--- src/zorro_defs.svh ---
/* Shared constants of the local-bus-to-Zorro controller.
   Timeout counts CPU clock rises, strobes and enables are active low. */
`ifndef ZORRO_DEFS_SVH
`define ZORRO_DEFS_SVH

// Zorro 3 DTACK wait before DSACK is forced
`define ZORRO_TIMEOUT 40

// Flops in front of the clock edge detectors
`define SYNC_STAGES 2

// Idle levels
`define EDS_IDLE 4'b1111
`define ABOE_IDLE 3'b111

`endif

--- src/zorro_pkg.sv ---
/* Types shared by the Zorro cycle controller and its testbench */
package zorro_pkg;

    typedef logic [3:0] eds_t;    // Zorro data strobes, active low
    typedef logic [1:0] siz_t;    // 68030 transfer size, 0 means four bytes
    typedef logic [2:0] aboe_t;   // Address buffer enables
    typedef logic [1:0] dboe_t;   // Data buffer enables
    typedef logic [1:0] dsack_t;  // CPU size acknowledge

    typedef enum logic [1:0] {
        ACC_IDLE,
        ACC_OTHER,
        ACC_Z3,
        ACC_Z2
    } access_t;

    // CPU-side sequence, same steps for both bus types
    typedef enum logic [2:0] {
        CYC_IDLE,
        CYC_ADDR,
        CYC_STROBE,
        CYC_WAIT,
        CYC_HOLD,
        CYC_RELEASE,
        CYC_END
    } cyc_state_t;

    // Zorro 2 strobe machine, paced by C7M
    typedef enum logic [2:0] {
        C7_IDLE,
        C7_CCS,
        C7_SETUP,
        C7_STROBE,
        C7_WAIT,
        C7_LATCH,
        C7_DONE,
        C7_END
    } c7m_state_t;

endpackage
--- src/buster_top.sv ---
/* Level I bus controller without DMA, bursts or bus arbitration.
   Tristate pins are given as a level plus an output enable. */
module buster_top (
    input  logic                clk100,
    input  logic                arst_n,
    input  logic                cpuclk,
    input  logic                c7m,
    input  logic [3:0]          a,
    input  logic                rw,
    input  zorro_pkg::siz_t     siz,
    input  logic                as_n,
    input  logic                addrz3_n,
    input  logic                memz2_n,
    input  logic                ioz2_n,
    input  logic                cinh_n,
    input  logic                xrdy,
    input  logic                dtack_n_in,
    output zorro_pkg::aboe_t    aboe_n,
    output zorro_pkg::dboe_t    dboe_n,
    output logic                d2p_n,
    output logic                dblt,
    output zorro_pkg::dsack_t   dsack_n,
    output logic                dsack_oe,
    output logic                ciin_n,
    output logic                ciin_oe,
    output logic                read,
    output logic [3:1]          ea,
    output logic                fcs_n,
    output logic                ccs_n,
    output zorro_pkg::eds_t     eds_n,
    output logic                doe,
    output logic                dtack_oe
);
    import zorro_pkg::*;

    logic cpu_rise, cpu_fall, c7m_rise, c7m_fall, dtack_s1, dtack_s2;
    logic z3_req, z3_ack, z3_rel, z3_doe, z3_dsack_oe, z3_ciin_n, z3_ciin_oe;
    logic z2_req, z2_ack, z2_rel, z2_doe, z2_dsack_oe, z2_ciin_n, z2_ciin_oe;
    logic word_addr;
    eds_t   z3_pat, z2_pat, z3_eds_n, z2_eds_n;
    aboe_t  z3_aboe_n, z2_aboe_n;
    dboe_t  z3_dboe_n, z2_dboe_n;
    dsack_t z3_dsack_n, z2_dsack_n;

    assign d2p_n = ~rw;          // Buffers point at the CPU on reads
    assign read  = rw;
    assign ea    = {a[3:2], word_addr ? a[1] : 1'b1};

    clock_sync u_clock_sync (
        .clk100, .arst_n, .cpuclk, .c7m, .dtack_n_in,
        .cpu_rise, .cpu_fall, .c7m_rise, .c7m_fall, .dtack_s1, .dtack_s2
    );

    byte_lane_decode u_byte_lane_decode (
        .siz, .a_low(a[1:0]), .z3_eds(z3_pat), .z2_eds(z2_pat)
    );

    z3_cycle u_z3_cycle (
        .clk100, .arst_n, .req(z3_req), .cpu_rise, .cpu_fall, .as_n, .cinh_n,
        .dtack_s1, .eds_pat(z3_pat), .ack(z3_ack), .release_fcs(z3_rel),
        .doe(z3_doe), .dsack_oe(z3_dsack_oe), .ciin_n(z3_ciin_n),
        .ciin_oe(z3_ciin_oe), .aboe_n(z3_aboe_n), .dboe_n(z3_dboe_n),
        .eds_n(z3_eds_n), .dsack_n(z3_dsack_n)
    );

    z2_cycle u_z2_cycle (
        .clk100, .arst_n, .req(z2_req), .cpu_rise, .cpu_fall, .c7m_rise,
        .c7m_fall, .as_n, .rw, .ioz2_n, .xrdy, .cinh_n, .dtack_s2,
        .eds_pat(z2_pat), .ack(z2_ack), .release_fcs(z2_rel), .word_addr,
        .dblt, .ccs_n, .doe(z2_doe), .dtack_oe, .dsack_oe(z2_dsack_oe),
        .ciin_n(z2_ciin_n), .ciin_oe(z2_ciin_oe), .aboe_n(z2_aboe_n),
        .dboe_n(z2_dboe_n), .eds_n(z2_eds_n), .dsack_n(z2_dsack_n)
    );

    cycle_dispatch u_cycle_dispatch (
        .clk100, .arst_n, .cpu_rise, .cpu_fall, .as_n, .addrz3_n, .memz2_n, .ioz2_n,
        .z3_ack, .z3_release_fcs(z3_rel), .z3_doe, .z3_dsack_oe, .z3_ciin_n,
        .z3_ciin_oe, .z3_aboe_n, .z3_dboe_n, .z3_eds_n, .z3_dsack_n,
        .z2_ack, .z2_release_fcs(z2_rel), .z2_doe, .z2_dsack_oe, .z2_ciin_n,
        .z2_ciin_oe, .z2_aboe_n, .z2_dboe_n, .z2_eds_n, .z2_dsack_n,
        .z3_req, .z2_req, .fcs_n, .aboe_n, .dboe_n, .eds_n, .doe,
        .dsack_n, .dsack_oe, .ciin_n, .ciin_oe
    );

endmodule

--- src/byte_lane_decode.sv ---
/* Lane 0 is eds[3]. Size 0 means a long word, and lanes past the
   last one are clipped, so misaligned accesses need further CPU cycles. */
module byte_lane_decode (
    input  zorro_pkg::siz_t siz,
    input  logic [1:0]      a_low,
    output zorro_pkg::eds_t z3_eds,
    output zorro_pkg::eds_t z2_eds
);

    logic [2:0] byte_count;

    // Zorro 3 takes every lane from the address up to the size
    always_comb begin
        byte_count = (siz == 2'd0) ? 3'd4 : {1'b0, siz};
        z3_eds = 4'b1111;
        for (int lane = 0; lane < 4; lane++) begin
            if (lane >= a_low && lane < a_low + byte_count) begin
                z3_eds[3 - lane] = 1'b0;
            end
        end
    end

    // Zorro 2 is a 16-bit bus on the upper lanes
    always_comb begin
        if (a_low[0]) begin
            z2_eds = 4'b1011;        // Odd byte
        end else if (siz == 2'd1) begin
            z2_eds = 4'b0111;        // Even byte
        end else begin
            z2_eds = 4'b0011;        // Word
        end
    end

endmodule

--- src/clock_sync.sv ---
/* Edge pulses appear 2 to 3 clk100 cycles after the pin edge.
   cpuclk and c7m must stay at each level for at least 2 clk100 cycles. */
`include "zorro_defs.svh"

module clock_sync (
    input  logic clk100,
    input  logic arst_n,
    input  logic cpuclk,
    input  logic c7m,
    input  logic dtack_n_in,
    output logic cpu_rise,
    output logic cpu_fall,
    output logic c7m_rise,
    output logic c7m_fall,
    output logic dtack_s1,
    output logic dtack_s2
);

    logic [`SYNC_STAGES-1:0] sync_sh [2];  // 0 is cpuclk, 1 is c7m
    logic [1:0]              phase [2];    // {older, newer} sample

    always_ff @(posedge clk100 or negedge arst_n) begin
        if (!arst_n) begin
            for (int i = 0; i < 2; i++) begin
                sync_sh[i] <= '0;
                phase[i]   <= 2'b00;
            end
            dtack_s1 <= 1'b1;
            dtack_s2 <= 1'b1;
        end else begin
            sync_sh[0] <= {sync_sh[0][`SYNC_STAGES-2:0], cpuclk};
            sync_sh[1] <= {sync_sh[1][`SYNC_STAGES-2:0], c7m};
            for (int i = 0; i < 2; i++) begin
                phase[i] <= sync_sh[i][`SYNC_STAGES-1 -: 2];
            end
            dtack_s1 <= dtack_n_in;  // Still active low
            dtack_s2 <= dtack_s1;
        end
    end

    // 01 is a low-to-high step, 10 the opposite
    assign cpu_rise = (phase[0] == 2'b01);
    assign cpu_fall = (phase[0] == 2'b10);
    assign c7m_rise = (phase[1] == 2'b01);
    assign c7m_fall = (phase[1] == 2'b10);

endmodule

--- src/cycle_dispatch.sv ---
/* Classifies an access on the second CPU clock with AS low.
   Accesses outside both Zorro spaces get no acknowledge from here. */
`include "zorro_defs.svh"

module cycle_dispatch (
    input  logic                clk100,
    input  logic                arst_n,
    input  logic                cpu_rise,
    input  logic                cpu_fall,
    input  logic                as_n,
    input  logic                addrz3_n,
    input  logic                memz2_n,
    input  logic                ioz2_n,
    input  logic                z3_ack,
    input  logic                z3_release_fcs,
    input  logic                z3_doe,
    input  logic                z3_dsack_oe,
    input  logic                z3_ciin_n,
    input  logic                z3_ciin_oe,
    input  zorro_pkg::aboe_t    z3_aboe_n,
    input  zorro_pkg::dboe_t    z3_dboe_n,
    input  zorro_pkg::eds_t     z3_eds_n,
    input  zorro_pkg::dsack_t   z3_dsack_n,
    input  logic                z2_ack,
    input  logic                z2_release_fcs,
    input  logic                z2_doe,
    input  logic                z2_dsack_oe,
    input  logic                z2_ciin_n,
    input  logic                z2_ciin_oe,
    input  zorro_pkg::aboe_t    z2_aboe_n,
    input  zorro_pkg::dboe_t    z2_dboe_n,
    input  zorro_pkg::eds_t     z2_eds_n,
    input  zorro_pkg::dsack_t   z2_dsack_n,
    output logic                z3_req,
    output logic                z2_req,
    output logic                fcs_n,
    output zorro_pkg::aboe_t    aboe_n,
    output zorro_pkg::dboe_t    dboe_n,
    output zorro_pkg::eds_t     eds_n,
    output logic                doe,
    output zorro_pkg::dsack_t   dsack_n,
    output logic                dsack_oe,
    output logic                ciin_n,
    output logic                ciin_oe
);
    import zorro_pkg::*;

    access_t    access;
    logic [1:0] as_hist;      // AS asserted on the last two rises
    aboe_t      idle_aboe_n;  // Buffers open from the first clock after reset

    always_ff @(posedge clk100 or negedge arst_n) begin
        if (!arst_n) begin
            access      <= ACC_IDLE;
            as_hist     <= 2'b00;
            fcs_n       <= 1'b1;
            z3_req      <= 1'b0;
            z2_req      <= 1'b0;
            idle_aboe_n <= `ABOE_IDLE;
        end else begin
            idle_aboe_n <= 3'b000;
            if (cpu_rise) as_hist <= {as_hist[0], ~as_n};
            if (z3_release_fcs || z2_release_fcs) fcs_n <= 1'b1;

            case (access)
                ACC_IDLE: begin
                    if (cpu_fall && as_hist == 2'b11 && !z3_ack && !z2_ack) begin
                        if (!addrz3_n) begin
                            fcs_n  <= 1'b0;
                            z3_req <= 1'b1;
                            access <= ACC_Z3;
                        end else if (!memz2_n || !ioz2_n) begin
                            fcs_n  <= 1'b0;
                            z2_req <= 1'b1;
                            access <= ACC_Z2;
                        end else begin
                            access <= ACC_OTHER;
                        end
                    end
                end
                ACC_OTHER: if (cpu_rise && as_n) access <= ACC_IDLE;
                ACC_Z3: if (z3_ack) begin
                    z3_req <= 1'b0;
                    access <= ACC_IDLE;
                end
                ACC_Z2: if (z2_ack) begin
                    z2_req <= 1'b0;
                    access <= ACC_IDLE;
                end
            endcase
        end
    end

    always_comb begin
        case (access)
            ACC_Z3: begin
                {aboe_n, dboe_n, eds_n, doe} = {z3_aboe_n, z3_dboe_n, z3_eds_n, z3_doe};
                {dsack_n, dsack_oe} = {z3_dsack_n, z3_dsack_oe};
                {ciin_n, ciin_oe}   = {z3_ciin_n, z3_ciin_oe};
            end
            ACC_Z2: begin
                {aboe_n, dboe_n, eds_n, doe} = {z2_aboe_n, z2_dboe_n, z2_eds_n, z2_doe};
                {dsack_n, dsack_oe} = {z2_dsack_n, z2_dsack_oe};
                {ciin_n, ciin_oe}   = {z2_ciin_n, z2_ciin_oe};
            end
            default: begin
                {aboe_n, dboe_n, eds_n, doe} = {idle_aboe_n, 2'b11, `EDS_IDLE, 1'b0};
                {dsack_n, dsack_oe} = {2'b11, 1'b0};
                {ciin_n, ciin_oe}   = {1'b1, 1'b0};
            end
        endcase
    end

endmodule

--- src/z2_cycle.sv ---
/* One Zorro 2 cycle per req, no DMA. Strobes and CCS are held until
   the CPU negates AS, and the slave is never answered with BERR. */
`include "zorro_defs.svh"

module z2_cycle (
    input  logic                clk100,
    input  logic                arst_n,
    input  logic                req,
    input  logic                cpu_rise,
    input  logic                cpu_fall,
    input  logic                c7m_rise,
    input  logic                c7m_fall,
    input  logic                as_n,
    input  logic                rw,
    input  logic                ioz2_n,
    input  logic                xrdy,
    input  logic                cinh_n,
    input  logic                dtack_s2,
    input  zorro_pkg::eds_t     eds_pat,
    output logic                ack,
    output logic                release_fcs,
    output logic                word_addr,
    output logic                dblt,
    output logic                ccs_n,
    output logic                doe,
    output logic                dtack_oe,
    output logic                dsack_oe,
    output logic                ciin_n,
    output logic                ciin_oe,
    output zorro_pkg::aboe_t    aboe_n,
    output zorro_pkg::dboe_t    dboe_n,
    output zorro_pkg::eds_t     eds_n,
    output zorro_pkg::dsack_t   dsack_n
);
    import zorro_pkg::*;

    cyc_state_t state;
    c7m_state_t c7;

    assign release_fcs = (state == CYC_HOLD) && cpu_rise && as_n;

    always_ff @(posedge clk100 or negedge arst_n) begin
        if (!arst_n) begin
            state     <= CYC_IDLE;
            c7        <= C7_IDLE;
            ack       <= 1'b0;
            word_addr <= 1'b0;
            dblt      <= 1'b0;
            ccs_n     <= 1'b1;
            doe       <= 1'b0;
            dtack_oe  <= 1'b0;
            dsack_oe  <= 1'b0;
            ciin_n    <= 1'b1;
            ciin_oe   <= 1'b0;
            aboe_n    <= `ABOE_IDLE;
            dboe_n    <= 2'b11;
            eds_n     <= `EDS_IDLE;
            dsack_n   <= 2'b11;
        end else begin
            case (state)
                CYC_IDLE: begin
                    if (ack) begin
                        if (!req) ack <= 1'b0;
                    end else if (req && cpu_rise) begin
                        word_addr <= 1'b1;
                        aboe_n    <= 3'b100;
                        dblt      <= rw;
                        ciin_n    <= ioz2_n;     // I/O space is never cached
                        ciin_oe   <= ~ioz2_n;
                        state     <= CYC_ADDR;
                    end
                end
                CYC_ADDR:   if (cpu_fall) state <= CYC_STROBE;  // Address settled
                CYC_STROBE: if (c7 == C7_DONE && c7m_fall) state <= CYC_WAIT;
                CYC_WAIT: if (cpu_rise) begin
                    dsack_n  <= 2'b01;           // Word port
                    dsack_oe <= 1'b1;
                    state    <= CYC_HOLD;
                end
                CYC_HOLD: if (release_fcs) begin
                    aboe_n    <= 3'b110;
                    dboe_n    <= 2'b11;
                    dblt      <= 1'b0;
                    word_addr <= 1'b0;
                    ccs_n     <= 1'b1;
                    eds_n     <= `EDS_IDLE;
                    doe       <= 1'b0;
                    dsack_n   <= 2'b11;
                    ciin_n    <= 1'b1;
                    state     <= CYC_RELEASE;
                end
                CYC_RELEASE: if (cpu_fall) begin
                    dsack_oe <= 1'b0;
                    ciin_oe  <= 1'b0;
                    state    <= CYC_END;
                end
                CYC_END: if (cpu_fall) begin
                    aboe_n <= 3'b000;
                    ack    <= 1'b1;
                    state  <= CYC_IDLE;
                end
                default: state <= CYC_IDLE;
            endcase

            // Strobe machine
            case (c7)
                C7_IDLE:  if (state == CYC_STROBE) c7 <= C7_CCS;
                C7_CCS: if (c7m_rise) begin
                    ccs_n <= 1'b0;
                    if (rw) eds_n <= eds_pat;    // Reads strobe at once
                    else    dboe_n <= 2'b01;
                    c7 <= C7_SETUP;
                end
                C7_SETUP: if (c7m_fall) c7 <= C7_STROBE;
                C7_STROBE: if (c7m_rise) begin
                    if (rw) dboe_n <= 2'b01;
                    else    eds_n  <= eds_pat;   // Writes one period later
                    doe <= 1'b1;
                    if (xrdy && cinh_n) dtack_oe <= 1'b1;
                    c7 <= C7_WAIT;
                end
                C7_WAIT:  if (c7m_fall) c7 <= dtack_s2 ? C7_STROBE : C7_LATCH;
                C7_LATCH: if (c7m_rise) c7 <= C7_DONE;
                C7_DONE: if (c7m_fall) begin
                    dtack_oe <= 1'b0;
                    c7       <= C7_END;
                end
                C7_END:   if (c7m_rise) c7 <= C7_IDLE;
            endcase
        end
    end

endmodule

--- src/z3_cycle.sv ---
/* One Zorro 3 full cycle per req. DSACK is forced after the timeout
   when no slave answers, so a missing card reads garbage. */
`include "zorro_defs.svh"

module z3_cycle (
    input  logic                clk100,
    input  logic                arst_n,
    input  logic                req,
    input  logic                cpu_rise,
    input  logic                cpu_fall,
    input  logic                as_n,
    input  logic                cinh_n,
    input  logic                dtack_s1,
    input  zorro_pkg::eds_t     eds_pat,
    output logic                ack,
    output logic                release_fcs,
    output logic                doe,
    output logic                dsack_oe,
    output logic                ciin_n,
    output logic                ciin_oe,
    output zorro_pkg::aboe_t    aboe_n,
    output zorro_pkg::dboe_t    dboe_n,
    output zorro_pkg::eds_t     eds_n,
    output zorro_pkg::dsack_t   dsack_n
);
    import zorro_pkg::*;

    localparam int TW = $clog2(`ZORRO_TIMEOUT + 1);

    cyc_state_t    state;
    logic [TW-1:0] timer;

    assign release_fcs = (state == CYC_HOLD) && cpu_rise && as_n;

    always_ff @(posedge clk100 or negedge arst_n) begin
        if (!arst_n) begin
            state    <= CYC_IDLE;
            timer    <= '0;
            ack      <= 1'b0;
            doe      <= 1'b0;
            dsack_oe <= 1'b0;
            ciin_n   <= 1'b1;
            ciin_oe  <= 1'b0;
            aboe_n   <= `ABOE_IDLE;
            dboe_n   <= 2'b11;
            eds_n    <= `EDS_IDLE;
            dsack_n  <= 2'b11;
        end else begin
            case (state)
                CYC_IDLE: begin
                    if (ack) begin
                        if (!req) ack <= 1'b0;
                    end else if (req && cpu_rise) begin
                        aboe_n <= 3'b110;        // Close upper address latch
                        state  <= CYC_ADDR;
                    end
                end
                CYC_ADDR: if (cpu_fall) begin
                    doe    <= 1'b1;
                    dboe_n <= 2'b00;
                    state  <= CYC_STROBE;
                end
                CYC_STROBE: if (cpu_rise) begin
                    eds_n   <= eds_pat;
                    ciin_n  <= cinh_n;
                    ciin_oe <= 1'b1;
                    timer   <= TW'(`ZORRO_TIMEOUT);
                    state   <= CYC_WAIT;
                end
                CYC_WAIT: if (cpu_rise) begin
                    if (!dtack_s1 || timer == '0) begin
                        dsack_n  <= 2'b00;       // Long-word port
                        dsack_oe <= 1'b1;
                        state    <= CYC_HOLD;
                    end else begin
                        timer <= timer - 1'b1;
                    end
                end
                CYC_HOLD: if (release_fcs) begin
                    eds_n   <= `EDS_IDLE;
                    dboe_n  <= 2'b11;
                    dsack_n <= 2'b11;
                    ciin_n  <= 1'b1;
                    state   <= CYC_RELEASE;
                end
                CYC_RELEASE: begin
                    doe <= 1'b0;                 // One clk100 after FCS
                    if (cpu_fall) begin
                        dsack_oe <= 1'b0;
                        ciin_oe  <= 1'b0;
                        state    <= CYC_END;
                    end
                end
                CYC_END: if (cpu_fall) begin
                    aboe_n <= 3'b000;
                    ack    <= 1'b1;
                    state  <= CYC_IDLE;
                end
                default: state <= CYC_IDLE;
            endcase
        end
    end

endmodule

--- config.mk ---
export PLATFORM = sky130hd
export DESIGN_NAME = buster_top
export DESIGN_NICKNAME = d
export VERILOG_FILES = /design/src/zorro_pkg.sv /design/src/buster_top.sv /design/src/byte_lane_decode.sv /design/src/clock_sync.sv /design/src/cycle_dispatch.sv /design/src/z2_cycle.sv /design/src/z3_cycle.sv
export VERILOG_INCLUDE_DIRS = /design/src
export SDC_FILE = /design/constraint.sdc
export NUM_CORES = 1
export LEC_CHECK = 0
export ABC_AREA = 1
export BUFFER_PORTS_ARGS = -buffer_cell sky130_fd_sc_hd__buf_2
export CAP_MARGIN = 20
export CORE_MARGIN = 2
export CORE_UTILIZATION = 58
export CTS_CLUSTER_DIAMETER = 60
export CTS_CLUSTER_SIZE = 28
export DETAILED_ROUTE_END_ITERATION = 10
export GPL_ROUTABILITY_DRIVEN = 0
export HOLD_SLACK_MARGIN = 0.02
export PLACE_DENSITY = 0.8
export SYNTH_ARGS = -nofsm -noshare
export SYNTH_HDL_FRONTEND = slang
export SYNTH_SLANG_ARGS = --single-unit
--- constraint.sdc ---
create_clock -name clk100 -period 1.7 [get_ports clk100]
set_input_delay 0.085 -clock clk100 [delete_from_list [all_inputs] [get_ports clk100]]
set_output_delay 0.085 -clock clk100 [all_outputs]
set_load 0.05 [all_outputs]
### Word level (Yosys, flattened, before mapping)

Cells that the tools add are included.

| cells by class | value |
|---|---|
| $add $sub $neg | 2 |
| mux-type cells | 144 |
| magnitude comparators | 7 |
| reductions and logical operators | 68 |
| eq/ne operators | 62 |
| bitwise gates (word level) | 3 |

Operator list:

| kind | count |
|---|---|
| $mux W3 | 30 |
| $lt A1 B32 Y1 const A | 2 |
| $lt A2 B32 Y1 const A | 2 |
| $mux W1 | 49 |
| $ne A2 B1 Y1 const B | 23 |
| $pmux W3 S7 | 2 |
| $mux W2 | 18 |
| $mux W4 | 9 |
| $pmux W1 S2 | 18 |
| $reduce_and A4 Y1 | 9 |
| $reduce_bool A2 Y1 | 16 |
| $eq A3 B3 Y1 const B | 10 |
| $pmux W2 S2 | 6 |
| $pmux W3 S8 | 1 |
| $pmux W4 S2 | 3 |
| $ne A2 B2 Y1 const B | 11 |
| $eq A3 B2 Y1 const B | 6 |
| $mux W6 | 3 |
| $reduce_and A8 Y1 | 2 |
| $logic_and A1 B1 Y1 | 15 |
| $reduce_and A3 Y1 | 5 |
| $pmux W3 S2 | 2 |
| $pmux W6 S2 | 1 |
| $eq A2 B2 Y1 const B | 5 |
| other kinds (18) | 38 |

| word-level totals | value |
|---|---|
| output and inout port bits | 24 |
| bits of input ports | 18 |
| logic and storage cells | 324 |
| register bits | 71 |

### Longest topological paths before layout

| logic depth | value |
|---|---|
| word-level depth | 9 |
| depth in mapped cells | 10 |
| depth with buffers taken out | 9 |

### Hierarchy

From an unflattened synthesis, not the netlist that was laid out.

| second synthesis, totals | value |
|---|---|
| cell total of the unflattened synthesis | 470 |
| area total of the unflattened synthesis | 3,839.9 um^2 |

By module, submodules not included:

| module | sequential area each (um^2) | instances | area an instance (um^2) | cells each |
|---|---|---|---|---|
| z2_cycle | 640.6 | 1 | 1,427.6 | 183 |
| z3_cycle | 561.8 | 1 | 1,387.6 | 156 |
| cycle_dispatch | 202.7 | 1 | 588.1 | 81 |
| clock_sync | 202.7 | 1 | 232.7 | 16 |
| byte_lane_decode | 0.0 | 1 | 170.2 | 28 |
| buster_top | 0.0 | 1 | 33.8 | 6 |

### Worst setup path after synthesis

OpenSTA, ideal clock, no wires.

| timing | value |
|---|---|
| path kind | reg2out |
| start point | reg u_cycle_dispatch.access[0] |
| end point | out ciin_oe |
| arrival time | 1.713 ns |
| data required time | 1.615 ns |
| stages on the path, launching flop included | 4 |
| setup slack | -0.098 ns |
| path through | dfrtp_1 -> inv_1 -> nand2_1 -> o21ai_0 |

| between the ends | value |
|---|---|
| word-level cells in the longest chain between the ends | 2 |
| elaborated cells on any way between the ends | 3 |
| classes of those cells | eq/ne (2); mux (1) |

RTL lines:

| element | line | RTL |
|---|---|---|
| from (decl) | cycle_dispatch.sv:48 | `access_t access;` |
| from (signal assigned) | cycle_dispatch.sv:54 | `access <= ACC_IDLE;` |
| from (signal assigned) | cycle_dispatch.sv:71 | `access <= ACC_Z3;` |
| from (signal assigned) | cycle_dispatch.sv:75 | `access <= ACC_Z2;` |
| $eq A2 B2 Y1 | cycle_dispatch.sv:95 | `case (access)` |
| $pmux W1 S2 (*) | cycle_dispatch.sv:95 |  |
| to (decl) | buster_top.sv:25 | `output logic ciin_oe,` |

Mark *: on every way between the ends. The rest lies on a longest branch, timed or not.

### Final worst setup path

| timing | value |
|---|---|
| start point | reg u_cycle_dispatch.access[1] |
| end point | out ciin_n |

| between the ends | value |
|---|---|
| word-level cells in the longest chain between the ends | 2 |
| elaborated cells on any way between the ends | 3 |
| classes of those cells | eq/ne (2); mux (1) |

RTL lines:

| element | line | RTL |
|---|---|---|
| $eq A2 B2 Y1 | cycle_dispatch.sv:95 |  |
| $pmux W1 S2 (*) | cycle_dispatch.sv:95 |  |
| to (decl) | buster_top.sv:24 | `output logic ciin_n,` |

Marked as above.

==> impl_metrics.csv <==
group,metric,value,unit
worst_hold_path,min_to,"u_z2_cycle.dtack_oe",
routing,drtIter0Drc,192,
synth,synth.top_cell.area_share,27.91,%
routing,num_vias,3070,
synth,netlist_instances,440,
die,die_w,80.65,um
die,dieHeight,80.65,um
synth,yosysTopAreaCell,"dfrtp_1",
setup_path,cp_max_fo,7,
setup_path,required,1.62,ns
place,detailed_place_hpwl,5.750,mm
synth,synth_edf_count,0,
grt,grt_pass1_wl,13.39,mm
synth,synth_xor_area_share,0.7712,%
synth,synth_compound_area_share,10.47,%
synth,synth_most_common_cell,"nand2_1",
setup_path,endpoint_kind,"output port",
worst_hold_path,min-delay-start,"cinh_n",
setup_path,r2r-end,"u_z2_cycle.ciin_n",
grt,grt_antenna_before_repair,0,
synth,synth.cell_area,3407,um2
routing,antenna_left,0,
synth,synth_seq_area_share,47.19,%
clocking,cts_buffer_depth,2,
sta,setup_viol,0,
clocking,numCtsBuffers,9,
clocking,cts.clk_slew.worst_paths,0.07,ns
routing,drt_wl_total,7.901,mm
synth,synth-simple-area-share,30.70,%
finish,area_growth,15.83,%
die,die_area,6504,um2
sta,hold_viol,0,
setup_path,cp-start-kind,"register",
power,ir_drop,907.1,uV
die,io-pin-count,42,
setup_path,r2r_cells,7,
clocking,clkSinkCount,63,
routing,vias_per_cell,5.405,
worst_hold_path,hp-class,"in2reg",
setup_path,regToRegSetupSlack,0.19,ns
grt,grt_max_degree,64,
finish,diodes,0,
clocking,cts-root-buf,"clkbuf_8",
synth,async_flop_share,100.0,%
place,portBuffers,37,
synth,ys_ff_latch,63,
synth,synth_fa_ha_area_share,2.057,%
worst_hold_path,hold_depth,3,
synth,syn-num-nets,463,
sta,finalCritPeriodShare,94.36,%
sta,clock_skew,0.007910,ns
power,power.total,7376,uW
die,core,5574,um2
setup_path,critical_path_class,"reg2out",
synth,synthTopCellsByArea,"dfrtp_1 (28%), dfstp_2 (19%), nand2_1 (14%)",
routing,wl_per_cell,13.91,um
job,max-cap-violations,0,
grt,grt_util_all_layers,27.18,%
finish,drive_above_1_share,23.59,%
grt,grt_remaining_overflow,0,
synth,synth_flop_cell,"dfrtp_1",
grt,first_global_vias,2992,
setup_path,arrival,1.52,ns
synth,yosysWarnings,0,
synth,synth_area_per_cell,7.743,um2
routing,drcViolationCount,0,
sta,layout_setup_ws,0.09582,ns
synth,synthMuxAreaShare,0,%
sta,finalCriticalPeriod,1.604,ns
synth,synth_top_family_by_area,"simple AND/OR/NAND/NOR gates",
die,num_rows,27,
routing,dr.pass1.iters,6,
clocking,cts_tree,"yes",
place,post-place-ws,0.1394,ns
die,start_util,61.12,%
finish,nNetsFinal,514,
clocking,insertion_delay,0.34,ns
sta,setup_tns,0,ns
synth,synth_cell_type_count,37,
synth,synth_common_cells,"nand2_1 (124), inv_1 (54), nor2_1 (40), dfrtp_1 (38), nand3_1 (35)",
clocking,htree_levels,3,
power,p_leak,0.002020,uW
power,powerDensity,1869,nW/um2
setup_path,r2r-start,"u_z2_cycle.state[0]",
run_status,status,"complete, no violations",
sta,drv_slew,0,
sta,max_freq,623.4,MHz
-- registers in the layout (all words and copies together) (netlist names), 2 cells and up --
signal	flops
u_cycle_dispatch.access	2
u_cycle_dispatch.as_hist	2
u_z2_cycle.dboe_n	2
u_z2_cycle.state	3
u_z3_cycle.state	3
u_z3_cycle.aboe_n	2
u_clock_sync.phase	4
u_z2_cycle.c7	3
u_z3_cycle.eds_n	4
u_z2_cycle.eds_n	4
u_z3_cycle.timer	6
u_clock_sync.sync_sh	2
u_z2_cycle.aboe_n	3
-- power breakdown --
part | internal [uW] | leakage [uW] | switching [uW]
sequential | 2130 | 0.000721 | 449
combinational | 1140 | 0.00120 | 2510
clock | 598 | 0.0000959 | 553
-- worst max-delay path: stages, from the launching register on --
cell,delay (ns)
dfrtp_1,0.44
nand2_1,0.12
buf_4,0.17
nor2_1,0.05
a21oi_1,0.12
buf_2,0.28
-- routing by layer --
| metal | vias to the layer above | GRT usage [%] | routed length (um) |
|---|---|---|---|
| met5 | - | 0 | 0 |
| met4 | 0 | 14.75 | 240 |
| met3 | 28 | 4.607 | 464 |
| met2 | 102 | 43.58 | 3674 |
| met1 | 1420 | 35.04 | 3520 |
| li1 | 1520 | - | - |
-- metrics by stage --
step / instances / hold WS, ns / utilization (%) / cell area (um2)
6_report: 568 / 0.05215 / 70.80 / 3946
3_3_place_gp: 545 / 0.1143 / 65.75 / 3665
2_1_floorplan: 440 / -0.2106 / - / 3407
3_5_place_dp: 545 / 0.1165 / 65.75 / 3665
5_1_grt: 568 / 0.04995 / 70.80 / 3946
4_1_cts: 567 / 0.04098 / 70.19 / 3913
-- worst max-delay path by stage --
stage / from / end / slack, ns / cells past startpoint
detailed placement: a[0] / u_z3_cycle.eds_n[1] / 0.14 / 8
global route: u_cycle_dispatch.access[0] / aboe_n[1] / -0.01 / 8
global placement: u_cycle_dispatch.access[0] / aboe_n[2] / 0.21 / 8
CTS: u_cycle_dispatch.access[0] / dsack_n[1] / 0.02 / 5
finish: u_cycle_dispatch.access[1] / ciin_n / 0.1 / 5
floorplan: u_cycle_dispatch.access[0] / ciin_oe / -0.1 / 3
-- final cells by class --
class / count / area, um2
Clock buffer: 12 / 155.1
Clock inverter: 4 / 20.02
Fill cell: 475 / 1628
Inverter: 61 / 231.5
Multi-Input combinational cell: 307 / 1520
Sequential cell: 63 / 1608
Tap cell: 72 / 90.09
Timing Repair Buffer: 49 / 321.6
-- cells by family after synthesis --
logic type      count (synthesis)
buf+inv                        70
fa+ha+maj                       5
xor+xnor                        3
other cells                     1
flops                          63
simple gates                  236
compound gates                 62
-- placed cells by master, fill, tap and decap left out, types with 2 or more instances in the layout --
| master | instances |
|---|---|
| nand4_1 | 12 |
| a22oi_1 | 2 |
| o22ai_1 | 2 |
| nor2_2 | 6 |
| buf_4 | 7 |
| nand2_2 | 5 |
| o21a_1 | 5 |
| dfstp_2 | 25 |
| dfrtp_1 | 38 |
| nand3_1 | 35 |
| a21oi_2 | 2 |
| clkbuf_8 | 11 |
| ha_1 | 4 |
| buf_6 | 3 |
| inv_1 | 51 |
| o21ai_0 | 22 |
| dlygate4sd3_1 | 5 |
| inv_2 | 9 |
| nand2_1 | 123 |
| clkinv_2 | 4 |
| nand3_2 | 3 |
| nor3_1 | 4 |
| a21oi_1 | 17 |
| nor2_4 | 4 |
| o21ai_1 | 6 |
| xor2_1 | 2 |
| nor2_1 | 39 |
| buf_2 | 33 |
-- repair_timing --
action / in CTS / in global routing
endpoints found under the hold margin: 42 / 0
setup buffers: 1 / 1
hold buffers: 5 / 0
endpoints found under the setup margin: 11 / 13
resized for setup: 7 / 10
Power figures use the tool's default switching activity.
